[config.mk]
export PLATFORM = sky130hd
export DESIGN_NAME = hazard_unit
export DESIGN_NICKNAME = d
export VERILOG_FILES = /design/src/cpu_pkg.sv /design/src/hazard_unit.sv
export SDC_FILE = /design/constraint.sdc
export NUM_CORES = 1
export LEC_CHECK = 0
export ABC_AREA = 1
export BUFFER_PORTS_ARGS = -buffer_cell sky130_fd_sc_hd__clkbuf_2
export CORE_AREA = 2 2 47 49
export DETAILED_ROUTE_END_ITERATION = 16
export DIE_AREA = 0 0 49 51
export PLACE_DENSITY = 0.88
export SETUP_SLACK_MARGIN = 0.15
export SLEW_MARGIN = 20
export SYNTH_ARGS = -nofsm -noshare
export SYNTH_HDL_FRONTEND = slang
export SYNTH_SLANG_ARGS = --single-unit
[constraint.sdc]
create_clock -name vclk -period 1
set_clock_uncertainty 0.15 [all_clocks]
set_input_delay 0.2 -clock vclk [all_inputs]
set_output_delay 0.2 -clock vclk [all_outputs]
set_load 0.05 [all_outputs]
[src/cpu_pkg.sv]
`default_nettype none

package cpu_pkg;

    localparam int XLEN        = 32;
    localparam int REG_IDX_W   = 5;
    localparam int IMEM_DEPTH  = 64;
    localparam int DMEM_DEPTH  = 64;
    localparam int IMEM_ADDR_W = 6;
    localparam int DMEM_ADDR_W = 6;

    // primary opcodes
    localparam logic [5:0] OP_RTYPE = 6'h00;
    localparam logic [5:0] OP_ADDI  = 6'h08;
    localparam logic [5:0] OP_LW    = 6'h23;
    localparam logic [5:0] OP_SW    = 6'h2b;
    localparam logic [5:0] OP_BEQ   = 6'h04;
    localparam logic [5:0] OP_BNE   = 6'h05;

    // r-type function codes
    localparam logic [5:0] F_ADD = 6'h20;
    localparam logic [5:0] F_SUB = 6'h22;
    localparam logic [5:0] F_AND = 6'h24;
    localparam logic [5:0] F_OR  = 6'h25;
    localparam logic [5:0] F_SLT = 6'h2a;

    localparam int ALU_OP_W = 3;
    localparam logic [ALU_OP_W-1:0] ALU_ADD = 3'd0;
    localparam logic [ALU_OP_W-1:0] ALU_SUB = 3'd1;
    localparam logic [ALU_OP_W-1:0] ALU_AND = 3'd2;
    localparam logic [ALU_OP_W-1:0] ALU_OR  = 3'd3;
    localparam logic [ALU_OP_W-1:0] ALU_SLT = 3'd4;

    // operand source in execute
    localparam int FWD_W = 2;
    localparam logic [FWD_W-1:0] FWD_REG = 2'd0;
    localparam logic [FWD_W-1:0] FWD_MEM = 2'd1;
    localparam logic [FWD_W-1:0] FWD_WB  = 2'd2;

    // stores here go to the output port
    localparam logic [XLEN-1:0] OUT_ADDR = 32'h0000_0400;

    typedef union packed {
        struct packed {
            logic [5:0]           op;
            logic [REG_IDX_W-1:0] rs;
            logic [REG_IDX_W-1:0] rt;
            logic [REG_IDX_W-1:0] rd;
            logic [4:0]           shamt;
            logic [5:0]           funct;
        } r;
        struct packed {
            logic [5:0]           op;
            logic [REG_IDX_W-1:0] rs;
            logic [REG_IDX_W-1:0] rt;
            logic [15:0]          imm;
        } i;
    } instr_t;

endpackage

`default_nettype wire

[src/hazard_unit.sv]
`default_nettype none
`timescale 1ns/1ps

module hazard_unit (
    input  logic [cpu_pkg::REG_IDX_W-1:0] id_rs,
    input  logic [cpu_pkg::REG_IDX_W-1:0] id_rt,
    input  logic                          id_uses_rs,
    input  logic                          id_uses_rt,
    input  logic                          id_branch,
    input  logic                          ex_valid,
    input  logic [cpu_pkg::REG_IDX_W-1:0] ex_rs,
    input  logic [cpu_pkg::REG_IDX_W-1:0] ex_rt,
    input  logic [cpu_pkg::REG_IDX_W-1:0] ex_dest,
    input  logic                          ex_we,
    input  logic                          ex_mem_read,
    input  logic [cpu_pkg::REG_IDX_W-1:0] mem_dest,
    input  logic                          mem_we,
    input  logic [cpu_pkg::REG_IDX_W-1:0] wb_dest,
    input  logic                          wb_we,
    output logic                          stall,
    output logic [cpu_pkg::FWD_W-1:0]     fwd_a,
    output logic [cpu_pkg::FWD_W-1:0]     fwd_b
);
    import cpu_pkg::*;

    logic load_use;
    logic branch_dep;

    // does a pending write hit a source that decode actually reads
    function automatic logic id_hit(input logic [REG_IDX_W-1:0] dest, input logic wr);
        return wr && dest != '0
               && ((id_uses_rs && id_rs == dest) || (id_uses_rt && id_rt == dest));
    endfunction

    // youngest producer wins
    function automatic logic [FWD_W-1:0] pick(input logic [REG_IDX_W-1:0] src,
                                              input logic [REG_IDX_W-1:0] m_dest,
                                              input logic                 m_we,
                                              input logic [REG_IDX_W-1:0] w_dest,
                                              input logic                 w_we);
        if (src == '0) begin
            return FWD_REG;
        end
        if (m_we && m_dest == src) begin
            return FWD_MEM;
        end
        if (w_we && w_dest == src) begin
            return FWD_WB;
        end
        return FWD_REG;
    endfunction

    always_comb begin
        load_use   = id_hit(ex_dest, ex_valid && ex_mem_read);
        branch_dep = id_branch && (id_hit(ex_dest, ex_valid && ex_we) || id_hit(mem_dest, mem_we));
        stall      = load_use || branch_dep;
        fwd_a      = pick(ex_rs, mem_dest, mem_we, wb_dest, wb_we);
        fwd_b      = pick(ex_rt, mem_dest, mem_we, wb_dest, wb_we);
    end

endmodule

`default_nettype wire

==> metrics.cfg <==
[finish]
seq_cells=0
final_nets=282
final_area_um2=1500
stdcell_count=265
layout_commonest_cell=nand2_1
fillers=178
n_clock_buffer=0
syn_to_final_growth_pct=98.7
seqCellArea_um2=0
n_antenna_cell=0
drive_gt1_frac=0.456
mostFrequentLayoutCells=nand2_1 (69), nor2_1 (19), clkbuf_2 (19), inv_1 (16), inv_2 (14)
fin_util=0.729
multi_input_area_um2=773

[critical_path]
cp.required_ps=650
start_kind=input pin
path_class=in -> out
cp_max_fo=3
critPathCaptureType=output port
arrival_ps=1100

[logic_synthesis]
synth_area_um2=757
synth_compound_area_frac=0.0727
synth_mux_area_frac=0
synth_seq_area_share=0
synthesis.nets=222
synth_xor_area_frac=0.0694
synth_cells=179
ys_types=15
synth_top_family_by_area=simple AND/OR/NAND/NOR gates
synth_area_per_cell_um2=4.23
synth-simple-area-share=0.688
yosys.area_share.adder=0
ys.warnings.count=0

[detailed_routing]
drt_iter0_drc=37
first_pass_iters=4
vias_per_cell=4.84
num_vias=1283
drc=0
ant_nets=0
post_drt_wl_per_cell_um=12.4
routed_wl_um=3270

[floorplan]
coreArea_um2=2060
rows=17
die_height_um=51
start_util=0.367
pin_count=48
die_area_um2=2500
die-width_um=49

[timing]
fmax_ghz=0.689
period_needed_ps=1450
final-hold-violation-count=0
setup_viol=5
slew_headroom=0.857
rsz0062_at_grt=yes
fin_crit_sh=1.45
timing.setup.tns_ps=-2160
worst_pin_slew_ps=214
finalWorstSetupSlack_ps=-451
slew_violations=0
holdWs_ps=725

[placement]
post-dp-hpwl_um=2250
dp.cells=265
portBuffers=48
dpl_cell_area_um2=1160
globalplace.congestion=0.895
dp_slack_ps=-586

[grt]
antenna_found_initial=0
grt_pass1_wl_um=4780
grt.overflow.total=0
grt_max_degree=9
grt_pass1_vias=1191
grt_usage=0.238

[hold_path]
holdPathStages=6
hold_start=ex_valid
min_to=stall
min_path_type=in -> out

[power_and_ir_drop]
power_density_nw_per_um2=397
ir_drop_mv=0.205
finalPower_mw=0.597
leakage_nw=0.858

[outcome]
violations=setup timing
run_status=finished, violations left

[cts]
postCtsSetupRepairBufs=0

[job]
maxCapViolations=0

==> what timing repair did <==
item,CTS,global route
resized for setup,41,73
pin swaps,17,37
endpoints found under the setup margin,5,5
hold buffers,0,0
cloned,0,0
==> worst max-delay path: stages <==
cell and delay (ps):
buf_2 110, inv_1 70, nand2_1 80, o211ai_1 120, nor2_1 120, nand3_1 130
nor2_4 120, buf_8 150
==> report_power, final <==
group / total (mW) / leakage [nW] / internal, mW / switching (mW)
combinational: 0.597 / 0.858 / 0.291 / 0.306
sequential: 0 / 0 / 0 / 0
clock: 0 / 0 / 0 / 0
==> routing by layer <==
layer,GRT usage,up-vias,share of wire
met4,0.0857,0,0.040
li1,-,663,-
met2,0.491,59,0.55
met3,0.0117,13,0.053
met5,0,-,0
met1,0.253,548,0.36
==> cell type report <==
type | count | share of cell area
inverter | 33 | 0.0940
multi-input combinational | 145 | 0.514
tap | 28 | 0.0233
timing repair buffer | 59 | 0.369
==> how the worst max path moves through the flow <==
stage	startpoint	end	depth (start not counted)
finish	wb_dest[1]	fwd_b[1]	8
global route	wb_dest[1]	fwd_b[1]	8
global placement	mem_dest[3]	fwd_a[1]	7
detailed placement	mem_dest[3]	fwd_a[1]	7
floorplan	mem_dest[1]	fwd_b[0]	4
CTS	mem_dest[3]	fwd_a[0]	6
==> Yosys cell counts <==
master | instances | area, µm²
a21oi_1 | 3 | 15.0
nand4_1 | 6 | 37.5
nor3_1 | 4 | 20.0
nand2_1 | 81 | 304
xnor2_1 | 6 | 52.6
nand3b_1 | 1 | 7.51
buf_2 | 1 | 5.00
o21ai_0 | 4 | 20.0
o22ai_1 | 2 | 12.5
inv_1 | 29 | 109
or2_0 | 1 | 6.26
inv_2 | 4 | 15.0
nand3_1 | 8 | 40.0
o211ai_1 | 1 | 7.51
nor2_1 | 28 | 105
==> logic make-up (layout without fill, tap and decap cells) <==
group                  after synthesis  count (layout)
AO/OA/AOI/OAI                       10              10
XOR/XNOR                             6               6
AND/OR/NAND/NOR                    129             129
buffers and inverters               34              92
Power figures use the tool's default switching activity.
