--- src/cpu_pkg.sv ---
`default_nettype none

package cpu_pkg;

    localparam int XLEN        = 32;
    localparam int REG_IDX_W   = 5;
    localparam int IMEM_DEPTH  = 64;
    localparam int DMEM_DEPTH  = 64;
    localparam int IMEM_ADDR_W = 6;
    localparam int DMEM_ADDR_W = 6;

    // primary opcodes
    localparam logic [5:0] OP_RTYPE = 6'h00;
    localparam logic [5:0] OP_ADDI  = 6'h08;
    localparam logic [5:0] OP_LW    = 6'h23;
    localparam logic [5:0] OP_SW    = 6'h2b;
    localparam logic [5:0] OP_BEQ   = 6'h04;
    localparam logic [5:0] OP_BNE   = 6'h05;

    // r-type function codes
    localparam logic [5:0] F_ADD = 6'h20;
    localparam logic [5:0] F_SUB = 6'h22;
    localparam logic [5:0] F_AND = 6'h24;
    localparam logic [5:0] F_OR  = 6'h25;
    localparam logic [5:0] F_SLT = 6'h2a;

    localparam int ALU_OP_W = 3;
    localparam logic [ALU_OP_W-1:0] ALU_ADD = 3'd0;
    localparam logic [ALU_OP_W-1:0] ALU_SUB = 3'd1;
    localparam logic [ALU_OP_W-1:0] ALU_AND = 3'd2;
    localparam logic [ALU_OP_W-1:0] ALU_OR  = 3'd3;
    localparam logic [ALU_OP_W-1:0] ALU_SLT = 3'd4;

    // operand source in execute
    localparam int FWD_W = 2;
    localparam logic [FWD_W-1:0] FWD_REG = 2'd0;
    localparam logic [FWD_W-1:0] FWD_MEM = 2'd1;
    localparam logic [FWD_W-1:0] FWD_WB  = 2'd2;

    // stores here go to the output port
    localparam logic [XLEN-1:0] OUT_ADDR = 32'h0000_0400;

    typedef union packed {
        struct packed {
            logic [5:0]           op;
            logic [REG_IDX_W-1:0] rs;
            logic [REG_IDX_W-1:0] rt;
            logic [REG_IDX_W-1:0] rd;
            logic [4:0]           shamt;
            logic [5:0]           funct;
        } r;
        struct packed {
            logic [5:0]           op;
            logic [REG_IDX_W-1:0] rs;
            logic [REG_IDX_W-1:0] rt;
            logic [15:0]          imm;
        } i;
    } instr_t;

endpackage

`default_nettype wire

--- src/fetch_stage.sv ---
`default_nettype none
`timescale 1ns/1ps

module fetch_stage (
    input  logic                            clk,
    input  logic                            rst_n,
    input  logic                            run,
    input  logic                            load_en,
    input  logic [cpu_pkg::IMEM_ADDR_W-1:0] load_addr,
    input  cpu_pkg::instr_t                 load_data,
    input  logic                            stall,
    input  logic                            branch_taken,
    input  logic [cpu_pkg::XLEN-1:0]        branch_target,
    output cpu_pkg::instr_t                 if_instr,
    output logic [cpu_pkg::XLEN-1:0]        if_pc,
    output logic                            if_valid
);
    import cpu_pkg::*;

    logic [XLEN-1:0] pc;
    instr_t          imem [IMEM_DEPTH];

    // program load only while the core is idle
    always_ff @(posedge clk) begin
        if (load_en && !run) begin
            imem[load_addr] <= load_data;
        end
    end

    always_ff @(posedge clk or negedge rst_n) begin
        if (!rst_n) begin
            pc       <= '0;
            if_valid <= 1'b0;
        end else if (!run) begin
            pc       <= '0;
            if_valid <= 1'b0;
        end else if (branch_taken) begin
            // wrong-path fetch becomes a bubble
            pc       <= branch_target;
            if_valid <= 1'b0;
        end else if (!stall) begin
            pc       <= pc + XLEN'(4);
            if_valid <= 1'b1;
        end
    end

    always_ff @(posedge clk) begin
        if (!stall) begin
            if_instr <= imem[pc[IMEM_ADDR_W+1:2]];
            if_pc    <= pc;
        end
    end

endmodule

`default_nettype wire

--- config.mk ---
export PLATFORM = sky130hd
export DESIGN_NAME = fetch_stage
export DESIGN_NICKNAME = d
export VERILOG_FILES = /design/src/cpu_pkg.sv /design/src/fetch_stage.sv
export SDC_FILE = /design/constraint.sdc
export NUM_CORES = 2
export LEC_CHECK = 0
export BUFFER_PORTS_ARGS = -buffer_cell sky130_fd_sc_hd__buf_4
export CAP_MARGIN = 30
export CORE_MARGIN = 2
export CORE_UTILIZATION = 45
export CTS_BUF_LIST = sky130_fd_sc_hd__clkbuf_16
export CTS_CLUSTER_DIAMETER = 150
export DETAILED_ROUTE_END_ITERATION = 10
export PLACE_DENSITY = 0.73
export REMOVE_ABC_BUFFERS = 1
export SKIP_LAST_GASP = 1
export SLEW_MARGIN = 20
export SYNTH_ARGS = -nofsm -noshare
export SYNTH_HDL_FRONTEND = slang
export SYNTH_SLANG_ARGS = --single-unit
export TNS_END_PERCENT = 1
--- constraint.sdc ---
create_clock -name clk -period 2.15 [get_ports clk]
set_input_delay 0.1075 -clock clk [delete_from_list [all_inputs] [get_ports clk]]
set_output_delay 0.1075 -clock clk [all_outputs]
set_load 0.05 [all_outputs]
==> flow_summary.yaml <==
outcome:
  status: "finished with violations"
  violations: "negative setup slack"
drt:
  wl_mm: 219.5
  drtPass1Iterations: 6
  num_vias: 42980
  wire_per_inst_um: 31.35
  ant_nets: 0
  drtIter0Drc: 5735
  drc_errors: 0
  via_per_inst: 6.139
worst_hold_path:
  hold_path.class: "primary input to flop"
floorplan:
  dieArea_um2: 186400
  die_h_um: 431.8
  core_um2: 182500
  start_util: 0.4512
  fp-row-count: 157
  die_w_um: 431.8
  top_level_ports: 141
logic_synthesis:
  seq_area_frac_synth: 0.7802
  synth_adder_area_share: 0.0001519
  synth_xor_area_frac: 0.003084
  synth_compound_area_frac: 0.02598
  synth_top_family_by_area: "multiplexers"
  dominantRegCellSynth: "edfxtp_1"
  yosys_warnings: 0
  netlist_area_um2: 82350
  synthMuxAreaShare: 0.1552
  yosys_register_bits: 2145
  synth_enable_flop_cells: 2112
  syn_inst: 3748
  synthArstFlopShare: 0.01538
  ys_types: 52
  syn_area_per_cell_um2: 21.97
  synthSimpleGateAreaFrac: 0.02109
clocking:
  insertion_delay_ns: 0.86
  cts_root_buf: "clkbuf_16"
  clkSlewWorstSetupHoldPaths_ns: 0.06
  cts_buffer_depth: 3
  clkSinkCount: 2145
  cts_inserted_buffers: 204
  cts_tree: "yes"
  ctsHtreeMaxLevel: 4
timing:
  fin_crit_sh: 1.206
  setup_viol: 56
  grt_setup_unrepaired: "yes"
  worst_slack_ns: -0.4437
  fmax_ghz: 0.3855
  drv_slew: 0
  tightest_slew_ns: 0.8092
  finalWorstPathRequiredPeriod_ns: 2.594
  report.final.hold_viol_count: 0
  clock_skew_ns: 0.05916
  max_slew_margin: 0.4582
power_and_ir_drop:
  ir_drop_v: 0.0008099
  p_per_area_nw_per_um2: 882.5
  p_leak_nw: 31.59
global_routing:
  grt_pass1_vias: 43250
  track_usage: 0.2340
  grt_max_degree: 66
  antenna_found_initial: 7
  grt_overflow: 0
  grt_pass1_wl_mm: 311.0
final_layout:
  most-common-layout-cells: "2,112 x edfxtp_1, 449 x mux4_2, 423 x buf_4, 210 x clkbuf_16, 126 x mux2i_1"
  drive_above_1_share: 0.3412
  multi_input_area_um2: 17850
  area_growth_pct: 20.28
  layout_commonest_cell: "edfxtp_1"
  stdcell_count: 7001
  layout.nets: 4521
  regArea_um2: 64260
  fillers: 13110
place:
  dp_hpwl_mm: 126.6
  place_inst: 6466
  place_congestion: 0.8479
  dp_slack_ns: -0.8989
  portBuffers: 140
setup_path:
  setup.worst_path.start_class: "flop"
  critPathKind: "flop to flop"
  cp_max_fo: 10
  worst-endpoint-required_ns: 2.74
  worstSetupEndpointType: "flop"
  crit_arrival_ns: 3.18
flow_run:
  maxCapViolations: 0
worst max-delay path: stages, from the launching register on:
cell and delay [ns]:
dfrtp_4 0.45, buf_12 0.14, buf_16 0.17, buf_8 0.19, mux4_2 0.57, a22o_1 0.30, nor4_4 0.38, a31oi_2 0.12
cell usage after synthesis (4+ instances only):
library cell	instances	area, µm²
dfrtp_1	33	825.8
or2_2	4	25.02
nor3_1	37	185.2
buf_2	63	315.3
buf_1	14	52.55
nand4_1	9	56.30
o21ai_1	11	55.05
a21oi_1	17	85.08
a31oi_1	14	87.58
xnor2_1	22	192.7
mux4_2	449	10110
clkbuf_1	66	247.7
a2111oi_0	5	43.79
nor4_1	25	156.4
mux2_2	111	1250
nand2_1	64	240.2
and3_1	15	93.84
a22oi_1	44	330.3
mux2i_1	142	1421
a22o_1	19	166.4
and2_1	6	37.54
nand2b_1	17	106.4
o31a_1	9	78.83
nand3_1	11	55.05
o22ai_1	72	450.4
a221oi_1	20	175.2
xor2_1	7	61.31
nor2_1	111	416.7
buf_6	24	270.3
nor2b_1	32	200.2
a211oi_1	35	262.8
buf_4	34	255.2
edfxtp_1	2112	63420
o21ai_0	47	235.2
inv_1	8	30.03
o211a_1	12	120.1
state kept, by name, indices dropped and copies added, names as in the netlist:
| register | cells |
|---|---|
| if_valid | 1 |
| if_instr | 32 |
| pc | 32 |
| if_pc | 32 |
| imem | 2048 |
worst paths after layout:
kind                              startpoint                      to  slack [ns]  depth (start not counted)
min                             load_addr[4]   imem[62][9]$_DFFE_PP_        0.05                          4
max reg2reg                pc[2]$_DFFE_PN0P_  if_instr[20]$_DFFE_PN_       -0.44                          7
max in group asynchronous              rst_n       pc[2]$_DFFE_PN0P_        1.61                          4
min reg2reg                pc[0]$_DFFE_PN0P_      if_pc[0]$_DFFE_PN_        0.47                          0
min in group asynchronous              rst_n       pc[1]$_DFFE_PN0P_        0.30                          4
max                        pc[2]$_DFFE_PN0P_  if_instr[20]$_DFFE_PN_       -0.44                          7
cells by family (layout without fill, tap and decap cells):
family | Yosys count | after routing
compound gates | 311 | 311
buf+inv | 210 | 1075
xor+xnor | 29 | 29
fa+ha+maj | 1 | 1
other cells | 0 | 3
simple gates | 350 | 350
mux | 702 | 702
flops | 2145 | 2145
through the flow:
| step | power, mW | hold WS, ns | setup TNS, ns | cell area [µm²] | utilization |
|---|---|---|---|---|---|
| 5_1_grt | 89.67 | 0.02145 | -20.10 | 99050 | 0.5427 |
| 3_3_place_gp | 53.44 | 0.1058 | -17.88 | 90190 | 0.4942 |
| 3_5_place_dp | 53.55 | 0.1029 | -18.84 | 90200 | 0.4943 |
| 6_report | 87.41 | 0.05464 | -15.62 | 99050 | 0.5428 |
| 4_1_cts | 87.60 | 0.001406 | -16.14 | 98620 | 0.5404 |
| 2_1_floorplan | 52.46 | -0.1881 | -1436.50 | 81200 | - |
cell type report:
| class | count | share of cell area |
|---|---|---|
| clock buffer | 206 | 0.05204 |
| antenna | 3 | 0.00007579 |
| inverter | 8 | 0.0003411 |
| sequential | 2145 | 0.6488 |
| multi-input combinational | 1393 | 0.1802 |
| clock inverter | 169 | 0.01156 |
| timing repair buffer | 692 | 0.07682 |
| tap | 2385 | 0.03013 |
per-layer routing:
layer	vias up	global-route usage	wire length (µm)
met3	508	0.04965	22930
met2	2730	0.3815	107200
li1	17180	-	-
met5	-	0	23
met4	4	0.09584	9900
met1	22560	0.3077	79400
report_power, final:
group	leakage (nW)	internal [mW]	switching (mW)	total, mW
Sequential	19.5	46.3	0.216	46.5
Clock	3.26	18.4	15.6	34.0
Combinational	8.86	3.08	3.85	6.93
Total	31.6	67.8	19.6	87.4
what timing repair did:
action,CTS,global route
hold buffers,104,0
setup endpoints to repair,55,59
pin swaps,18,16
hold endpoints to repair,2290,0
gates cloned,10,4
setup buffers,28,16
gates resized for setup,115,40
(Power assumes the default switching activity.)
