[src/cpu_pkg.sv]
`default_nettype none

package cpu_pkg;

    localparam int XLEN        = 32;
    localparam int REG_IDX_W   = 5;
    localparam int IMEM_DEPTH  = 64;
    localparam int DMEM_DEPTH  = 64;
    localparam int IMEM_ADDR_W = 6;
    localparam int DMEM_ADDR_W = 6;

    // primary opcodes
    localparam logic [5:0] OP_RTYPE = 6'h00;
    localparam logic [5:0] OP_ADDI  = 6'h08;
    localparam logic [5:0] OP_LW    = 6'h23;
    localparam logic [5:0] OP_SW    = 6'h2b;
    localparam logic [5:0] OP_BEQ   = 6'h04;
    localparam logic [5:0] OP_BNE   = 6'h05;

    // r-type function codes
    localparam logic [5:0] F_ADD = 6'h20;
    localparam logic [5:0] F_SUB = 6'h22;
    localparam logic [5:0] F_AND = 6'h24;
    localparam logic [5:0] F_OR  = 6'h25;
    localparam logic [5:0] F_SLT = 6'h2a;

    localparam int ALU_OP_W = 3;
    localparam logic [ALU_OP_W-1:0] ALU_ADD = 3'd0;
    localparam logic [ALU_OP_W-1:0] ALU_SUB = 3'd1;
    localparam logic [ALU_OP_W-1:0] ALU_AND = 3'd2;
    localparam logic [ALU_OP_W-1:0] ALU_OR  = 3'd3;
    localparam logic [ALU_OP_W-1:0] ALU_SLT = 3'd4;

    // operand source in execute
    localparam int FWD_W = 2;
    localparam logic [FWD_W-1:0] FWD_REG = 2'd0;
    localparam logic [FWD_W-1:0] FWD_MEM = 2'd1;
    localparam logic [FWD_W-1:0] FWD_WB  = 2'd2;

    // stores here go to the output port
    localparam logic [XLEN-1:0] OUT_ADDR = 32'h0000_0400;

    typedef union packed {
        struct packed {
            logic [5:0]           op;
            logic [REG_IDX_W-1:0] rs;
            logic [REG_IDX_W-1:0] rt;
            logic [REG_IDX_W-1:0] rd;
            logic [4:0]           shamt;
            logic [5:0]           funct;
        } r;
        struct packed {
            logic [5:0]           op;
            logic [REG_IDX_W-1:0] rs;
            logic [REG_IDX_W-1:0] rt;
            logic [15:0]          imm;
        } i;
    } instr_t;

endpackage

`default_nettype wire

[src/register_file.sv]
`default_nettype none
`timescale 1ns/1ps

module register_file (
    input  logic                          clk,
    input  logic                          rst_n,
    input  logic [cpu_pkg::REG_IDX_W-1:0] rs,
    input  logic [cpu_pkg::REG_IDX_W-1:0] rt,
    output logic [cpu_pkg::XLEN-1:0]      rs_data,
    output logic [cpu_pkg::XLEN-1:0]      rt_data,
    input  logic                          wb_we,
    input  logic [cpu_pkg::REG_IDX_W-1:0] wb_dest,
    input  logic [cpu_pkg::XLEN-1:0]      wb_data
);
    import cpu_pkg::*;

    logic [XLEN-1:0] regs [1:2**REG_IDX_W-1];

    // r0 is hardwired, writeback bypasses the array
    function automatic logic [XLEN-1:0] read_port(input logic [REG_IDX_W-1:0] idx);
        if (idx == '0) begin
            return '0;
        end
        if (wb_we && wb_dest == idx) begin
            return wb_data;
        end
        return regs[idx];
    endfunction

    always_ff @(posedge clk or negedge rst_n) begin
        if (!rst_n) begin
            for (int k = 1; k < 2**REG_IDX_W; k++) begin
                regs[k] <= '0;
            end
        end else if (wb_we && wb_dest != '0) begin
            regs[wb_dest] <= wb_data;
        end
    end

    always_comb begin
        rs_data = read_port(rs);
        rt_data = read_port(rt);
    end

endmodule

`default_nettype wire

[src/decode_stage.sv]
`default_nettype none
`timescale 1ns/1ps

module decode_stage (
    input  logic                          clk,
    input  logic                          rst_n,
    input  logic                          run,
    input  cpu_pkg::instr_t               if_instr,
    input  logic [cpu_pkg::XLEN-1:0]      if_pc,
    input  logic                          if_valid,
    input  logic                          stall,
    input  logic                          wb_we,
    input  logic [cpu_pkg::REG_IDX_W-1:0] wb_dest,
    input  logic [cpu_pkg::XLEN-1:0]      wb_data,
    output logic [cpu_pkg::REG_IDX_W-1:0] id_rs,
    output logic [cpu_pkg::REG_IDX_W-1:0] id_rt,
    output logic                          id_uses_rs,
    output logic                          id_uses_rt,
    output logic                          id_branch,
    output logic                          branch_taken,
    output logic [cpu_pkg::XLEN-1:0]      branch_target,
    output logic                          ex_valid,
    output logic [cpu_pkg::ALU_OP_W-1:0]  ex_alu_op,
    output logic [cpu_pkg::XLEN-1:0]      ex_a,
    output logic [cpu_pkg::XLEN-1:0]      ex_b,
    output logic [cpu_pkg::XLEN-1:0]      ex_imm,
    output logic                          ex_use_imm,
    output logic [cpu_pkg::REG_IDX_W-1:0] ex_rs,
    output logic [cpu_pkg::REG_IDX_W-1:0] ex_rt,
    output logic [cpu_pkg::REG_IDX_W-1:0] ex_dest,
    output logic                          ex_we,
    output logic                          ex_mem_read,
    output logic                          ex_mem_write
);
    import cpu_pkg::*;

    logic [XLEN-1:0]      rs_data;
    logic [XLEN-1:0]      rt_data;
    logic [XLEN-1:0]      imm;
    logic [ALU_OP_W-1:0]  alu_op;
    logic [REG_IDX_W-1:0] dest;
    logic                 known;
    logic                 uses_rs;
    logic                 uses_rt;
    logic                 use_imm;
    logic                 we;
    logic                 mem_read;
    logic                 mem_write;
    logic                 is_branch;
    logic                 bubble;

    assign id_rs = if_instr.r.rs;
    assign id_rt = if_instr.r.rt;

    register_file u_regs (
        .clk     (clk),
        .rst_n   (rst_n),
        .rs      (id_rs),
        .rt      (id_rt),
        .rs_data (rs_data),
        .rt_data (rt_data),
        .wb_we   (wb_we),
        .wb_dest (wb_dest),
        .wb_data (wb_data)
    );

    always_comb begin
        known     = 1'b1;
        alu_op    = ALU_ADD;
        dest      = if_instr.i.rt;
        uses_rs   = 1'b1;
        uses_rt   = 1'b0;
        use_imm   = 1'b0;
        we        = 1'b0;
        mem_read  = 1'b0;
        mem_write = 1'b0;
        is_branch = 1'b0;
        case (if_instr.r.op)
            OP_RTYPE: begin
                dest    = if_instr.r.rd;
                uses_rt = 1'b1;
                we      = 1'b1;
                case (if_instr.r.funct)
                    F_ADD:   alu_op = ALU_ADD;
                    F_SUB:   alu_op = ALU_SUB;
                    F_AND:   alu_op = ALU_AND;
                    F_OR:    alu_op = ALU_OR;
                    F_SLT:   alu_op = ALU_SLT;
                    default: known = 1'b0;
                endcase
            end
            OP_ADDI: begin
                use_imm = 1'b1;
                we      = 1'b1;
            end
            OP_LW: begin
                use_imm  = 1'b1;
                we       = 1'b1;
                mem_read = 1'b1;
            end
            OP_SW: begin
                use_imm   = 1'b1;
                uses_rt   = 1'b1;
                mem_write = 1'b1;
            end
            OP_BEQ, OP_BNE: begin
                uses_rt   = 1'b1;
                is_branch = 1'b1;
            end
            default: known = 1'b0;
        endcase
    end

    assign imm = {{(XLEN-16){if_instr.i.imm[15]}}, if_instr.i.imm};

    assign id_uses_rs = if_valid && known && uses_rs;
    assign id_uses_rt = if_valid && known && uses_rt;
    assign id_branch  = if_valid && is_branch;

    // resolved here so only one fetched slot is lost
    assign branch_target = if_pc + XLEN'(4) + (imm << 2);
    assign branch_taken  = run && id_branch && !stall
                           && ((rs_data == rt_data) != (if_instr.r.op == OP_BNE));

    assign bubble = !run || stall || !if_valid || !known;

    always_ff @(posedge clk or negedge rst_n) begin
        if (!rst_n) begin
            ex_valid     <= 1'b0;
            ex_we        <= 1'b0;
            ex_mem_read  <= 1'b0;
            ex_mem_write <= 1'b0;
        end else begin
            ex_valid     <= !bubble;
            ex_we        <= !bubble && we;
            ex_mem_read  <= !bubble && mem_read;
            ex_mem_write <= !bubble && mem_write;
        end
    end

    always_ff @(posedge clk) begin
        ex_alu_op  <= alu_op;
        ex_a       <= rs_data;
        ex_b       <= rt_data;
        ex_imm     <= imm;
        ex_use_imm <= use_imm;
        ex_rs      <= id_rs;
        ex_rt      <= id_rt;
        ex_dest    <= dest;
    end

endmodule

`default_nettype wire

[config.mk]
export PLATFORM = sky130hd
export DESIGN_NAME = decode_stage
export DESIGN_NICKNAME = d
export VERILOG_FILES = /design/src/cpu_pkg.sv /design/src/register_file.sv /design/src/decode_stage.sv
export SDC_FILE = /design/constraint.sdc
export NUM_CORES = 2
export LEC_CHECK = 0
export ABC_CLOCK_PERIOD_IN_PS = 4600
export BUFFER_PORTS_ARGS = -buffer_cell sky130_fd_sc_hd__buf_2
export CAP_MARGIN = 10
export CORE_ASPECT_RATIO = 0.7
export CORE_MARGIN = 3
export CORE_UTILIZATION = 50
export CTS_BUF_LIST = sky130_fd_sc_hd__clkbuf_4 sky130_fd_sc_hd__clkbuf_8
export CTS_CLUSTER_DIAMETER = 120
export DETAILED_ROUTE_END_ITERATION = 10
export PLACE_DENSITY = 0.76
export SLEW_MARGIN = 15
export SYNTH_ARGS = -nofsm -noshare
export SYNTH_HDL_FRONTEND = slang
export SYNTH_SLANG_ARGS = --single-unit
[constraint.sdc]
create_clock -name clk -period 4.6 [get_ports clk]
set_input_delay 0.92 -clock clk [delete_from_list [all_inputs] [get_ports clk]]
set_output_delay 0.92 -clock clk [all_outputs]
set_load 0.1 [all_outputs]
==> results.cfg <==
[global_route]
grt_max_degree = 102
antenna_found_initial = 10
grt.total_usage_pct = 32.7
grt_first_pass_wirelength_mm = 294
grt_pass1_vias = 43600
globalRoute.totalOverflow = 0

[pwr]
p_clk_share_pct = 30.3
p_sw_mw = 10.3
vdd_ir_drop_max_mv = 0.365
seq_power_share_pct = 41.2
internal_power_mw = 20.9
pwr-share-comb_pct = 28.5
sw_frac_of_total_pct = 32.9
p_leak_nw = 31.7
power_density_nw_per_um2 = 441

[final_layout]
fin_area_um2 = 70800
num-fill-cells = 8534
instances_no_fill = 6394
finalNetCount = 4875
multiInputGateArea_um2 = 30100
seq_area_um2 = 26900
area_growth_syn_to_layout_pct = 20.9
drive_above_1_share_pct = 58.5

[cts]
cts_buffer_depth = 3
cts_tree = built
cts_num_sinks = 1095
cts_inserted_buffers = 173
clock-root-buffer = clkbuf_8
cts_max_level = 4
clk_pin_slew_ns = 0.07
worstSkewPairLatency_ns = 0.98

[yosys]
synth_top_area_share_pct = 42.6
yosysTopAreaCell = dfrtp_1
synthTopCellsByArea = dfrtp_1 43%, mux2_2 20%, mux4_2 17%, dfxtp_1 3.4%, clkbuf_1 1.6%
syn_avg_cell_area_um2 = 14.4
netlist_area_um2 = 58600
synth_flop_cell = dfrtp_1
postSynthCellCount = 4070
synth_nets = 4235
ys_types = 77
ys_seq_area_share_pct = 45.9
async_flop_share_pct = 91.0
ys_ff_latch = 1095
yosys_warnings = 0
synth-edff-count = 0

[worst_setup_path]
crit_path_frequent_cell = buf_12
timing.rr.start = u_regs.regs[516]$_DFFE_PN0P_
cp-start-kind = primary input
critPathMaxFanout = 13
cp_cell_sequence = buf_16 > buf_12 > buf_6 > mux4_2 > a22oi_1 > nand2_1 > a211o_1 > o211ai_1 > xnor2_2 > nor4_4 > buf_4 > nand4_1 > or4_4 > mux2i_4 > buf_12
critPathSlowestCell = or4_4
reg2reg_depth = 9
arrival_ns = 4.92
reg2reg_to = ex_b[4]$_DFF_P_
critical-path-top-delay-family = simple AND/OR/NAND/NOR gates
critPathBufInv = 5
cpPeakStageDelay_ns = 0.66
critPathCaptureType = primary output
worstPathRequired_ns = 3.68
ff2ff_setup_slack_ns = 2.24
critPathKind = in -> out

[drt]
routed_via_density = 6.73
via_count = 43000
wl_met1_mm = 76.4
maxUsedRoutingLayer = met5
drt_iter0_drc = 5656
routed_wl_mm = 202
postRouteAntennaNets = 0
wl_met2_mm = 87.8
wl_met3_mm = 26.5
drcViolationCount = 0
routedWlPerCell_um = 31.7
firstDrtPassIters = 8

[placement]
gp_congestion = 0.957
io_buffers = 267
place_area_um2 = 66000
preCtsSetupSlack_ns = -1.48
dp.final_hpwl_mm = 133
dp_cells = 6018

[outcome]
violations = setup timing
outcome = finished, violations left

[timing]
slew_headroom_pct = 30.1
tightest_slew_ns = 1.05
finalSetupViolations = 6
rsz0062_at_grt = true
finalCritPeriodShare_pct = 127
fmax_ghz = 0.171
clock_skew_ns = 0.0723
period_needed_ns = 5.84
finalMaxSlewViolations = 0
timing.hold.ws_ns = 0.00677
finalHoldViolCount = 0
setup_ws_ns = -1.24

[floorplanning]
die_area_um2 = 121000
fp.coreArea_um2 = 116000
die_x_um = 415
fp-row-count = 104
initial_core_util_pct = 50.7
die_h_um = 292
io_pins = 272

[job]
maxCapViolCount = 0

[hold_path]
hold_class = in -> async
==> placed cells by master (no fill, tap or decap), types with 46 or more instances in the layout <==
master    instances
nor2_1           75
o21ai_0          67
a221oi_1         55
clkbuf_4         46
mux2_2         1034
buf_4           522
mux4_2          452
buf_12          112
nand2_1         104
mux2i_1          57
dfxtp_1          99
ha_1             46
buf_2           232
dfrtp_1         996
a22oi_1          48
clkbuf_8        217
==> worst max-delay path by stage <==
| stage | slack [ns] | depth (start not counted) | end | startpoint |
|---|---|---|---|---|
| final | -1.24 | 15 | branch_taken | if_instr[16] |
| after global routing | -1.36 | 15 | branch_taken | if_instr[16] |
| after CTS | -1.01 | 17 | branch_taken | if_instr[16] |
| after detailed placement | -1.48 | 13 | branch_taken | if_instr[21] |
| after global placement | -1.48 | 13 | branch_taken | if_instr[21] |
| after floorplan | -0.52 | 13 | branch_taken | if_instr[21] |
==> worst reg2reg max path: cells and delay by family (launching register included) <==
kind                   cells  cell delay, ns
AOI/OAI and AO/OA          2            0.31
DFF                        1            0.40
buffers and inverters      4            0.40
muxes                      2            1.01
and+or+nand+nor            1            0.10
==> synth_stat cells (6+ instances only) <==
cell,n
mux2i_1,58
buf_1,13
buf_6,25
a22oi_1,48
nor3_1,31
inv_1,45
o22ai_1,20
a21oi_1,51
a31oi_1,6
mux2_2,1034
o211ai_1,20
a221o_1,12
nand2b_1,7
a211o_1,11
o2bb2ai_1,8
nand4_1,8
xnor2_1,45
clkbuf_1,250
or3_1,8
dfxtp_1,99
a22o_1,22
nor3b_1,8
a21o_1,12
nand3_1,47
xor2_1,23
nor2_1,96
nor2b_1,10
nand2_1,122
o21ai_0,70
mux4_2,450
a221oi_1,58
dfrtp_1,996
and3_1,14
buf_4,56
nor4_1,13
ha_1,57
o311ai_0,9
a211oi_1,9
buf_2,76
mux4_1,26
a2111oi_0,10
==> sequential cells by signal (all words and copies together) (netlist names) <==
| name | flops |
|---|---|
| ex_use_imm | 1 |
| ex_mem_read | 1 |
| ex_b | 32 |
| ex_valid | 1 |
| ex_rt | 5 |
| ex_a | 32 |
| ex_dest | 5 |
| ex_rs | 5 |
| ex_mem_write | 1 |
| ex_alu_op | 3 |
| ex_we | 1 |
| u_regs.regs | 992 |
| ex_imm | 16 |
==> routing by layer <==
metal  up-vias  track usage [%]
met4        10             16.9
met3       763             11.8
met5         -                0
met2      3057             47.1
met1     22200             43.8
li1      17000                -
==> per-stage QoR <==
step | TNS (ns) | power [mW] | utilization [%]
final | -2.20 | 31.2 | 61.3
after global placement | -3.14 | 21.2 | 57.1
after CTS | -2.30 | 31.0 | 60.8
after global routing | -3.02 | 32.3 | 61.3
after detailed placement | -3.61 | 21.5 | 57.1
after floorplan | -1.61 | 18.7 | -
==> final cells by class <==
type | instances | area share [%]
diodes | 7 | 0.0247
clock buffers | 263 | 4.71
clock inverters | 52 | 0.815
inverters | 47 | 0.256
multi-input cells | 2499 | 42.5
flip-flops and latches | 1095 | 38.0
well taps | 1537 | 2.72
repair buffers | 894 | 11.0
==> power groups by stage <==
stage | clock (mW) | combinational (mW) | sequential (mW)
after floorplan | 0 | 5.28 | 13.4
after global placement | 0 | 8.41 | 12.8
after detailed placement | 0 | 8.60 | 12.9
after CTS | 9.54 | 8.71 | 12.8
after global routing | 10.0 | 9.28 | 13.0
final | 9.48 | 8.89 | 12.9
==> cells by family after synthesis <==
| group | Yosys count | share of synthesized area (%) |
|---|---|---|
| mux | 1568 | 39.4 |
| flops | 1095 | 45.9 |
| buf+inv | 476 | 4.08 |
| compound gates | 413 | 5.18 |
| simple gates | 392 | 3.17 |
| xor+xnor | 68 | 1.02 |
| fa+ha+maj | 58 | 1.25 |
==> repair_timing <==
| item | in CTS | in global routing |
|---|---|---|
| buffers inserted | 14 | 36 |
| endpoints found under the setup margin | 11 | 15 |
| pin swaps | 25 | 36 |
| gates resized for setup | 41 | 41 |
| hold buffers | 0 | 0 |
| cloned | 0 | 4 |
No activity file was read; power rests on OpenSTA's default activity.
