## src/cpu_pkg.sv

```systemverilog
`default_nettype none

package cpu_pkg;

    localparam int XLEN        = 32;
    localparam int REG_IDX_W   = 5;
    localparam int IMEM_DEPTH  = 64;
    localparam int DMEM_DEPTH  = 64;
    localparam int IMEM_ADDR_W = 6;
    localparam int DMEM_ADDR_W = 6;

    // primary opcodes
    localparam logic [5:0] OP_RTYPE = 6'h00;
    localparam logic [5:0] OP_ADDI  = 6'h08;
    localparam logic [5:0] OP_LW    = 6'h23;
    localparam logic [5:0] OP_SW    = 6'h2b;
    localparam logic [5:0] OP_BEQ   = 6'h04;
    localparam logic [5:0] OP_BNE   = 6'h05;

    // r-type function codes
    localparam logic [5:0] F_ADD = 6'h20;
    localparam logic [5:0] F_SUB = 6'h22;
    localparam logic [5:0] F_AND = 6'h24;
    localparam logic [5:0] F_OR  = 6'h25;
    localparam logic [5:0] F_SLT = 6'h2a;

    localparam int ALU_OP_W = 3;
    localparam logic [ALU_OP_W-1:0] ALU_ADD = 3'd0;
    localparam logic [ALU_OP_W-1:0] ALU_SUB = 3'd1;
    localparam logic [ALU_OP_W-1:0] ALU_AND = 3'd2;
    localparam logic [ALU_OP_W-1:0] ALU_OR  = 3'd3;
    localparam logic [ALU_OP_W-1:0] ALU_SLT = 3'd4;

    // operand source in execute
    localparam int FWD_W = 2;
    localparam logic [FWD_W-1:0] FWD_REG = 2'd0;
    localparam logic [FWD_W-1:0] FWD_MEM = 2'd1;
    localparam logic [FWD_W-1:0] FWD_WB  = 2'd2;

    // stores here go to the output port
    localparam logic [XLEN-1:0] OUT_ADDR = 32'h0000_0400;

    typedef union packed {
        struct packed {
            logic [5:0]           op;
            logic [REG_IDX_W-1:0] rs;
            logic [REG_IDX_W-1:0] rt;
            logic [REG_IDX_W-1:0] rd;
            logic [4:0]           shamt;
            logic [5:0]           funct;
        } r;
        struct packed {
            logic [5:0]           op;
            logic [REG_IDX_W-1:0] rs;
            logic [REG_IDX_W-1:0] rt;
            logic [15:0]          imm;
        } i;
    } instr_t;

endpackage

`default_nettype wire

```

## src/execute_stage.sv

```systemverilog
`default_nettype none
`timescale 1ns/1ps

module execute_stage (
    input  logic                          clk,
    input  logic                          rst_n,
    input  logic                          run,
    input  logic                          ex_valid,
    input  logic [cpu_pkg::ALU_OP_W-1:0]  ex_alu_op,
    input  logic [cpu_pkg::XLEN-1:0]      ex_a,
    input  logic [cpu_pkg::XLEN-1:0]      ex_b,
    input  logic [cpu_pkg::XLEN-1:0]      ex_imm,
    input  logic                          ex_use_imm,
    input  logic [cpu_pkg::REG_IDX_W-1:0] ex_dest,
    input  logic                          ex_we,
    input  logic                          ex_mem_read,
    input  logic                          ex_mem_write,
    input  logic [cpu_pkg::FWD_W-1:0]     fwd_a,
    input  logic [cpu_pkg::FWD_W-1:0]     fwd_b,
    input  logic [cpu_pkg::XLEN-1:0]      wb_data,
    output logic                          mem_valid,
    output logic [cpu_pkg::XLEN-1:0]      mem_result,
    output logic [cpu_pkg::XLEN-1:0]      mem_store_data,
    output logic [cpu_pkg::REG_IDX_W-1:0] mem_dest,
    output logic                          mem_we,
    output logic                          mem_mem_read,
    output logic                          mem_mem_write
);
    import cpu_pkg::*;

    logic [XLEN-1:0] op_a;
    logic [XLEN-1:0] rt_val;
    logic [XLEN-1:0] op_b;
    logic [XLEN-1:0] alu_y;

    function automatic logic [XLEN-1:0] fwd_mux(input logic [FWD_W-1:0] sel,
                                                 input logic [XLEN-1:0]  reg_val,
                                                 input logic [XLEN-1:0]  mem_val,
                                                 input logic [XLEN-1:0]  wb_val);
        case (sel)
            FWD_MEM: return mem_val;
            FWD_WB:  return wb_val;
            default: return reg_val;
        endcase
    endfunction

    assign op_a   = fwd_mux(fwd_a, ex_a, mem_result, wb_data);
    // forwarded rt doubles as store data
    assign rt_val = fwd_mux(fwd_b, ex_b, mem_result, wb_data);
    assign op_b   = ex_use_imm ? ex_imm : rt_val;

    always_comb begin
        case (ex_alu_op)
            ALU_ADD: alu_y = op_a + op_b;
            ALU_SUB: alu_y = op_a - op_b;
            ALU_AND: alu_y = op_a & op_b;
            ALU_OR:  alu_y = op_a | op_b;
            ALU_SLT: alu_y = {{(XLEN-1){1'b0}}, $signed(op_a) < $signed(op_b)};
            default: alu_y = '0;
        endcase
    end

    always_ff @(posedge clk or negedge rst_n) begin
        if (!rst_n) begin
            mem_valid     <= 1'b0;
            mem_we        <= 1'b0;
            mem_mem_read  <= 1'b0;
            mem_mem_write <= 1'b0;
        end else begin
            mem_valid     <= run && ex_valid;
            mem_we        <= run && ex_we;
            mem_mem_read  <= run && ex_mem_read;
            mem_mem_write <= run && ex_mem_write;
        end
    end

    always_ff @(posedge clk) begin
        mem_result     <= alu_y;
        mem_store_data <= rt_val;
        mem_dest       <= ex_dest;
    end

endmodule

`default_nettype wire

```

## config.mk

```make
export PLATFORM = sky130hd
export DESIGN_NAME = execute_stage
export DESIGN_NICKNAME = d
export VERILOG_FILES = /design/src/cpu_pkg.sv /design/src/execute_stage.sv
export SDC_FILE = /design/constraint.sdc
export NUM_CORES = 1
export LEC_CHECK = 0
export ABC_AREA = 0
export BUFFER_PORTS_ARGS = -buffer_cell sky130_fd_sc_hd__buf_4
export CAP_MARGIN = 5
export CORE_UTILIZATION = 50
export CTS_CLUSTER_DIAMETER = 40
export DETAILED_ROUTE_END_ITERATION = 12
export GPL_ROUTABILITY_DRIVEN = 1
export HOLD_SLACK_MARGIN = 0.08
export PLACE_DENSITY = 0.9
export SLEW_MARGIN = 10
export SYNTH_ARGS = -nofsm -noshare
export SYNTH_HDL_FRONTEND = slang
export SYNTH_SLANG_ARGS = --single-unit
```

## constraint.sdc

```tcl
create_clock -name clk -period 3.05 [get_ports clk]
set_input_delay 0.305 -clock clk [delete_from_list [all_inputs] [get_ports clk]]
set_output_delay 0.305 -clock clk [all_outputs]
set_load 0.02 [all_outputs]
```

==> results of run 1 <==
-- metrics by stage --
step	std cells	cell area (um^2)	setup slack, ns	utilization (%)	hold WS (ns)
after floorplan	1193	8421	-0.4521	-	0.009409
after global placement	1864	12400	-0.8137	77.49	0.1003
after detailed placement	1864	12400	-1.051	77.49	0.1027
after CTS	1951	14320	-0.3878	89.49	0.1597
-- cells by family after synthesis --
family,count (synthesis),share of synthesized area (%)
AO/OA/AOI/OAI,436,34.20
XOR/XNOR,15,1.592
adder cells (fa/ha/maj),112,17.16
buffers and inverters,209,9.763
flip-flops,73,17.95
multiplexers,7,0.8490
AND/OR/NAND/NOR,341,18.48
-- synth_stat cells, types with 6 or more instances --
master,number
nor4_1,7
nand4_1,6
mux2i_1,7
nand2_1,119
ha_1,110
xnor2_1,14
a31oi_1,8
nor2_1,123
o21ai_0,105
o211ai_1,13
dfxtp_1,69
a211oi_1,19
inv_1,133
o21bai_1,10
clkbuf_1,54
nor2b_1,7
a21o_1,13
o21a_1,13
nor3_1,15
o31ai_1,11
buf_1,8
buf_2,8
or2_2,6
and2_1,6
a21oi_1,115
a22oi_1,65
nand3_1,19
nand2b_1,10
-- timing repair --
item                                    in CTS
endpoints found under the setup margin      28
hold buffers                                 6
cloned                                       1
pin swaps                                   90
endpoints found under the hold margin        9
gates resized for setup                    246
buffers inserted                            65
-- routing by layer --
metal / overflow / GRT usage, %
met5: 12 / 57.94
met4: 107 / 93.85
met1: 20 / 88.73
met3: 21 / 77.24
met2: 152 / 101.9
==> impl_results.md, run 1 <==
* Syn_nets at 1453
* Initial Util at 51.58%
* Overall routing resource usage at 89.68%
* Post-synth ARST share at 5.479%
* Maximum number of pins on one net before global-route repair at 48
* Share of the synthesized area in the top cell type at 16.74%
* Die height at 130.5 um
* Vias in the first global route at 17325
* Post-Syn Instances at 1193
* I/O pins at 221
* Dpl hpwl at 30000 um
* Die width at 130.5 um
* Fail Step: 5_1_grt
* Clock root buffer master: clkbuf_16
* Top post-synthesis cells by area: dfxtp_1 17%, ha_1 17%, a21oi_1 7.0%, o21ai_0 6.4%, inv_1 6.0%
* Yosys reg bits at 73
* CTS H-Tree Depth at 3
* Synth Warn # at 0
* Status: stopped before the end
* Register area share after synthesis at 17.95%
* Run Error: [ERROR GRT-0116] Global routing finished with congestion. Check the congestion regions in the DRC Viewer.
* CTS sink count at 73
* Cell taking the most area after synthesis: dfxtp_1
* Gr ovfl total at 312
* Post-Syn Area per Cell at 6.918 um^2
* Number of buffers created by CTS at 9
* Post-synth EDFFs at 0
* Global-route wire length before repair at 114600 um
* Std-Cell Rows at 46
* Yosys cell types at 78
* IO Port Bufs at 220
* Clock buffer depth at 2
* Syn Std Cell Area at 8253 um^2
* Top_reg_cell synth: dfxtp_1
* Placer congestion estimate at 1.092
==> run 2: changes to the inputs <==
--- a/config.mk
+++ b/config.mk
@@ -8,12 +8,10 @@
 export ABC_AREA = 0
 export BUFFER_PORTS_ARGS = -buffer_cell sky130_fd_sc_hd__buf_4
 export CAP_MARGIN = 5
-export CORE_UTILIZATION = 50
-export CTS_CLUSTER_DIAMETER = 40
+export CORE_UTILIZATION = 40
 export DETAILED_ROUTE_END_ITERATION = 12
 export GPL_ROUTABILITY_DRIVEN = 1
-export HOLD_SLACK_MARGIN = 0.08
-export PLACE_DENSITY = 0.9
+export PLACE_DENSITY_LB_ADDON = 0.15
 export SLEW_MARGIN = 10
 export SYNTH_ARGS = -nofsm -noshare
 export SYNTH_HDL_FRONTEND = slang
==> constraint.sdc (replaced) <==
create_clock -name clk -period 3.95 [get_ports clk]
set_input_delay 0.395 -clock clk [delete_from_list [all_inputs] [get_ports clk]]
set_output_delay 0.395 -clock clk [all_outputs]
set_load 0.02 [all_outputs]
==> run 2 against run 1 <==
The flow now finishes without violations. Synthesized cell count is the same. Area after synthesis did not move.
==> impl_results.md, run 2 <==
* Yosys reg bits at 73 (unchanged)
* Syn_nets at 1453 (unchanged)
* Fin. Hold Viols at 0
* Crit path DAT at 4.04 ns
* Total detailed-routing wirelength at 35870 um
* Initial Util at 40.79% (-11 points)
* Commonest non-fill, non-tap cells in the layout: 481 x buf_4, 133 x inv_1, 120 x nor2_1, 118 x nand2_1, 106 x a21oi_1
* Period utilisation layout at 97.16%
* CORE AREA at 20230 um^2
* Clk_skew at 0.01262 ns
* Rel. slew slack at 47.38%
* Post-synth ARST share at 5.479% (unchanged)
* Most Crowded Layer GR: met1
* Crit-path max FO at 28
* HP Class: primary input to flop
* CTS sink count at 73 (unchanged)
* CTS H-Tree Depth at 3 (unchanged)
* Cell taking the most area after synthesis: dfxtp_1
* Top Registers: mem_result x32, mem_store_data x32, mem_dest x5
* WL per Instance at 18.92 um
* Setup Viol. Count Final at 0
* Tmin final at 3.838 ns
* Most common cell after layout, fill and taps aside: buf_4
* Worst-path clk slew at 0.06 ns
* Final Cell Area at 12530 um^2
* Synth Warn # at 0 (unchanged)
* Number of buffers created by CTS at 9 (unchanged)
* DRC Markers at 0
* VDD IR max at 0.2174 mV
* Global-route wire length before repair at 54370 um
* Share of cells above drive strength 1 at 34.22%
* Top post-synthesis cells by area: dfxtp_1 17%, ha_1 17%, a21oi_1 7.0%, o21ai_0 6.4%, inv_1 6.0%
* Area post-placement at 12030 um^2 (-2.9%)
* DR vias at 10294
* Nets at 1880
* Die width at 145.6 um (+12%)
* Total of max-cap violations at 0
* Area Overhead vs Synth at 51.83%
* Vias in the first global route at 9466
* DR iter-0 viols at 931
* Post-Syn Instances at 1193 (unchanged)
* Status: completed
* Dpl hpwl at 29310 um (-2.3%)
* Required time worst endpoint at 4.16 ns
* Die area at 21210 um^2
* Std-Cell Rows at 52 (+13%)
* Filler cell count at 1919
* RSZ-0062 raised after global routing: true
* Crit path capture type: flop
* Most instantiated cells after synthesis: 133 x inv_1, 123 x nor2_1, 119 x nand2_1, 115 x a21oi_1, 110 x ha_1
* IO Port Bufs at 220 (unchanged)
* Top_reg_cell synth: dfxtp_1
* Register area share after synthesis at 17.95% (unchanged)
* Placer congestion estimate at 0.9523 (-13%)
* Gr ovfl total at 0
* Die height at 145.6 um (+12%)
* TritonCTS clock tree: done
* Clock Latency Late Sink at 0.35 ns
* Met3 usage at 7.994%
* Clock root buffer master: clkbuf_16
* Post-Syn Area per Cell at 6.918 um^2 (unchanged)
* Syn Std Cell Area at 8253 um^2 (unchanged)
* Worst hold margin at 0.1522 ns
* Via density per instance at 5.429
* I/O pins at 221 (unchanged)
* Share of the synthesized area in the top cell type at 16.74% (unchanged)
* Worst setup SP type: primary input
* Pre-antenna DRT Iters at 6
* Critical path class: primary input to flop
* Cell with the most instances after synthesis: inv_1
* Maximum number of pins on one net before global-route repair at 68
* Power, Total at 4.371 mW
* Pins Over Slew Limit at 0
* Overall routing resource usage at 33.06%
* Post-layout util at 61.93%
* Post-synth EDFFs at 0 (unchanged)
* Leakage power at 6.224 nW
* Maximum clock frequency at 0.2606 GHz
* Footprint of the multi-input gates at 6157 um^2
* Met1 Usage GRT at 49.09%
* PwrDens at 348.8 nW/um^2
* Worst Tran Pin Value at 0.7811 ns
* Register cell area after layout at 1481 um^2
* Initial antenna violation count at 1
* Yosys cell types at 78 (unchanged)
* Antenna-violating nets left at 0
* Met2 Use GR at 48.17%
* Clock buffer depth at 2 (unchanged)
==> run 2: cell counts after synthesis <==
No cell type changed its count.
==> run 2: cell families (layout without fill, tap and decap cells) <==
logic type	count (synthesis)	in the layout	share of synthesized area, %
other cells	0	1	0
compound gates	436	436	34.20
fa+ha+maj	112	112	17.16
xor+xnor	15	15	1.592
mux	7	7	0.8490
buf+inv	209	641	9.763
flops	73	73	17.95
simple gates	341	341	18.48
==> run 2: worst paths after layout <==
check                                    start                 end  slack [ns]  depth (start not counted)
worst max-delay path                  fwd_b[0]      mem_result[23]        0.11                         18
worst min-delay path                ex_dest[0]         mem_dest[0]        0.15                          1
worst max register to register   mem_result[0]      mem_result[30]        0.29                         16
worst min register to register  mem_result[31]  mem_store_data[31]        0.62                          4
max in group asynchronous                rst_n        mem_mem_read        3.45                          2
min in group asynchronous                rst_n           mem_valid        0.39                          2
==> run 2: repair_timing <==
action,CTS,global route
pin swaps,0,16
resized for setup,6,48
hold endpoints to repair,4,0
hold buffers,1,0
setup buffers,0,0
setup endpoints to repair,3,18
==> run 2: per-stage QoR <==
stage | setup WS (ns) | setup TNS (ns) | instances
final | 0.1123 | 0 | 1896
after global routing | -0.05807 | -0.1661 | 1896
after CTS | 0.01121 | 0 | 1895
after detailed placement | -0.4814 | -4.623 | 1878
after global placement | -0.4887 | -4.162 | 1878
after floorplan | 0.02680 | 0 | 1193
==> run 2: critical path: stages <==
cell       delay (ns)
buf_4            0.13
inv_1            0.05
ha_2             0.30
buf_12           0.18
nor2_1           0.17
a21oi_2          0.06
o21ai_1          0.14
buf_4            0.16
inv_1            0.06
ha_1             0.26
or4_1            0.54
o21ai_2          0.21
o31a_2           0.22
o21ai_2          0.08
a2111o_1         0.44
and2_4           0.18
a2111oi_4        0.36
nor4_2           0.09
==> run 2: layer usage <==
layer,vias up,part of all wire (%)
met5,-,0
met4,0,1.4
met3,32,10
met2,463,42
met1,4759,47
li1,5040,-
==> run 2: final cells by class <==
type | instances | share of cell area (%)
timing repair buffer | 489 | 29.88
clock buffer | 10 | 1.827
multi-input combinational | 911 | 49.14
clock inverter | 6 | 0.5492
antenna | 1 | 0.01997
inverter | 136 | 4.074
sequential | 73 | 11.82
tap | 270 | 2.696
==> run 2: report_power, final <==
group | internal [mW] | switching [mW]
Sequential | 0.835 | 0.0814
Combinational | 1.20 | 1.40
Clock | 0.492 | 0.364
Total | 2.53 | 1.84
(Power assumes the default switching activity.)
==> run 3: changes to the inputs <==
==> constraint.sdc (replaced) <==
create_clock -name clk -period 4.6 [get_ports clk]
set_input_delay 0.46 -clock clk [delete_from_list [all_inputs] [get_ports clk]]
set_output_delay 0.46 -clock clk [all_outputs]
set_load 0.02 [all_outputs]
==> run 3 against run 2 <==
Total power is 22% lower. Sequential power fell by 15%. Via count decreased by 6.3%. Highest routed layer unchanged. Die area is the same. Critical path depth did not move. Core utilization shrank 7.6 points. Non-clock buffer count is 176 lower. Cell area decreased by 12%. Global-route usage fell by 3.7 points. Clock skew is 0.0037 ns lower. Critical path type unchanged. Hold slack gained 0.047 ns.
==> impl_results.md, run 3 (same netlist as run 2, synthesis figures left out) <==
* Status: completed
* Clock share of power at 23.0% (+3.4 points)
* Setup Buffers After CTS at 0 (unchanged)
* Area Overhead vs Synth at 33.29%
* Area post-placement at 10680 um^2 (-11%)
* FF-to-FF End: mem_result[28]
* Die height at 145.6 um (unchanged)
* Cell repeated most along the worst path: o21ai_0
* Top Registers: mem_result x32, mem_store_data x32, mem_dest x5
* Clock Latency Late Sink at 0.36 ns (about the same)
* Leakage power at 5.364 nW (-14%)
* VDD IR max at 0.1616 mV (-26%)
* DR vias at 9641 (-6.3%)
* Nets at 1704 (-9.4%)
* Total detailed-routing wirelength at 31500 um (-12%)
* DRC Markers at 0 (unchanged)
* Total of max-cap violations at 0 (unchanged)
* TritonCTS clock tree: done
* Sequential power share at 23.0% (+2.0 points)
* Maximum number of pins on one net before global-route repair at 53 (-22%)
* HP Class: primary input to flop
* Worst-path clk slew at 0.07 ns (about the same)
* Antenna-violating nets left at 0 (unchanged)
* Setup Viol. Count Final at 0 (unchanged)
* Gr ovfl total at 0 (unchanged)
* R2r startpoint: mem_result[0]
* Maximum clock frequency at 0.2326 GHz
* Number of buffers created by CTS at 9 (unchanged)
* Worst slack at placement at 0.01722 ns (+0.4987 ns)
* R2r setup slk at 0.58 ns (+0.29 ns)
* Rel. slew slack at 52.96% (+5.6 points)
* Post-layout util at 54.37% (-7.6 points)
* CTS H-Tree Depth at 3 (unchanged)
* CORE AREA at 20230 um^2 (unchanged)
* WL per Instance at 18.33 um (-3.1%)
* Setup crit end: mem_result[28]
* Share of cells above drive strength 1 at 24.36% (-9.9 points)
* Crit path DAT at 4.55 ns (+0.51 ns)
* I/O pins at 221 (unchanged)
* Critical-path top delay cell: fa_1
* Crit path capture type: flop
* Filler cell count at 1977 (+3.0%)
* CP max stage delay at 0.45 ns (-0.09 ns)
* Crit. Startpoint: fwd_b[0]
* Worst hold stages at 1 (unchanged)
* Combinational Power Share at 54.0% (-5.4 points)
* DR iter-0 viols at 1007 (+8.2%)
* Tmin final at 4.299 ns
* Most common cell after layout, fill and taps aside: buf_4
* Overall routing resource usage at 29.36% (-3.7 points)
* Worst hold margin at 0.1992 ns (+0.04699 ns)
* Std-Cell Rows at 52 (unchanged)
* IO Port Bufs at 220 (unchanged)
* Die width at 145.6 um (unchanged)
* Dpl hpwl at 24880 um (-15%)
* Pre-antenna DRT Iters at 6 (unchanged)
* Setup TNS Final at 0 ns (unchanged)
* Critical path class: primary input to flop
* Clock root buffer master: clkbuf_16
* Vias in the first global route at 9033 (-4.6%)
* Initial antenna violation count at 0 (-1)
* Required time worst endpoint at 4.85 ns (+0.69 ns)
* Crit-path max FO at 9 (-68%)
* Switching share of total power at 43.54% (+1.4 points)
* Switching power at 1.476 mW (-20%)
* Critical-path cell list: buf_4 > ha_1 > a22oi_1 > nor2_1 > a21oi_1 > o21ai_0 > buf_4 > ha_1 > fa_1 > a21o_1 > a21o_2 > a41oi_1 > o21ai_0 > a31oi_1 > o41ai_1 > a31oi_1 > o21ai_0 > a22o_1
* Initial Util at 40.79% (unchanged)
* Pins Over Slew Limit at 0 (unchanged)
* Clk_skew at 0.008936 ns (-0.003681 ns)
* RSZ-0062 raised after global routing: false
* Fin. Hold Viols at 0 (unchanged)
* Die area at 21210 um^2 (unchanged)
* Via density per instance at 5.608 (+3.3%)
* Placer congestion estimate at 0.9745 (+2.3%)
* Period utilisation layout at 93.46%
* PwrDens at 308.2 nW/um^2 (-12%)
* Global-route wire length before repair at 49500 um (-9.0%)
* Worst setup SP type: primary input
* CTS sink count at 73 (unchanged)
* Commonest non-fill, non-tap cells in the layout: 309 x buf_4, 133 x inv_1, 123 x nor2_1, 119 x nand2_1, 115 x a21oi_1
* Reg2Reg Depth at 16 (unchanged)
* ANT cells at 0 (-1)
* Setup WS post-layout at 0.3010 ns (+0.1886 ns)
* Cell Int Power at 1.915 mW (-24%)
* CTS resizes at 0 (-6)
* Final Cell Area at 11000 um^2 (-12%)
* Worst Tran Pin Value at 0.6965 ns (-0.08455 ns)
* Clock buffer depth at 2 (unchanged)
-- run 3: what timing repair did --
| item | 4_1_cts | 5_1_grt |
|---|---|---|
| hold endpoints to repair | 4 | 0 |
| endpoints found under the setup margin | 0 | 0 |
| hold buffers | 1 | 0 |
-- run 3: layout make-up --
type | count | area (um^2) | area share (%)
multi-input cells | 911 | 5971 | 54.28
repair buffers | 313 | 2390 | 21.72
flip-flops and latches | 73 | 1481 | 13.47
inverters | 136 | 510.5 | 4.641
well taps | 270 | 337.8 | 3.071
clock buffers | 9 | 225.2 | 2.047
clock inverters | 7 | 85.08 | 0.7734
-- run 3: per-stage QoR --
step,power [mW],instances
6_report,3.391,1719
3_3_place_gp,2.581,1702
2_1_floorplan,1.866,1193
5_1_grt,3.598,1719
4_1_cts,3.366,1719
3_5_place_dp,2.583,1702
-- run 3: layer usage --
metal  part of all wire, %  wire [um]  GRT usage (%)  vias to the layer above
met1                    47      14710          41.23                     4486
met4                   1.8        571          8.737                        0
met2                    44      13980          45.79                      431
li1                      -          -              -                     4680
met3                   7.1       2236          4.984                       44
met5                     0          0              0                        -
-- run 3: how the worst min path moves through the flow --
stage	from	to	slack (ns)
finish	ex_dest[0]	mem_dest[0]	0.20
global route	ex_dest[1]	mem_dest[1]	0.19
CTS	ex_dest[0]	mem_dest[0]	0.19
detailed placement	rst_n	mem_we	0.26
global placement	rst_n	mem_mem_write	0.26
floorplan	rst_n	mem_mem_read	0.16
-- run 3: power by group through the flow --
stage / clock network, mW / registers [mW] / logic (mW)
floorplan: 0 / 0.876 / 0.990
global placement: 0 / 0.794 / 1.79
detailed placement: 0 / 0.793 / 1.79
CTS: 0.787 / 0.778 / 1.80
global route: 0.820 / 0.788 / 1.99
finish: 0.780 / 0.780 / 1.83
-- run 3: worst max-delay path, delay by kind of cell --
| kind | cells | cell delay [ns] |
|---|---|---|
| AO/OA/AOI/OAI | 12 | 2.71 |
| AND/OR/NAND/NOR | 1 | 0.06 |
| adder cells (fa/ha/maj) | 3 | 1.02 |
| buffers and inverters | 2 | 0.32 |
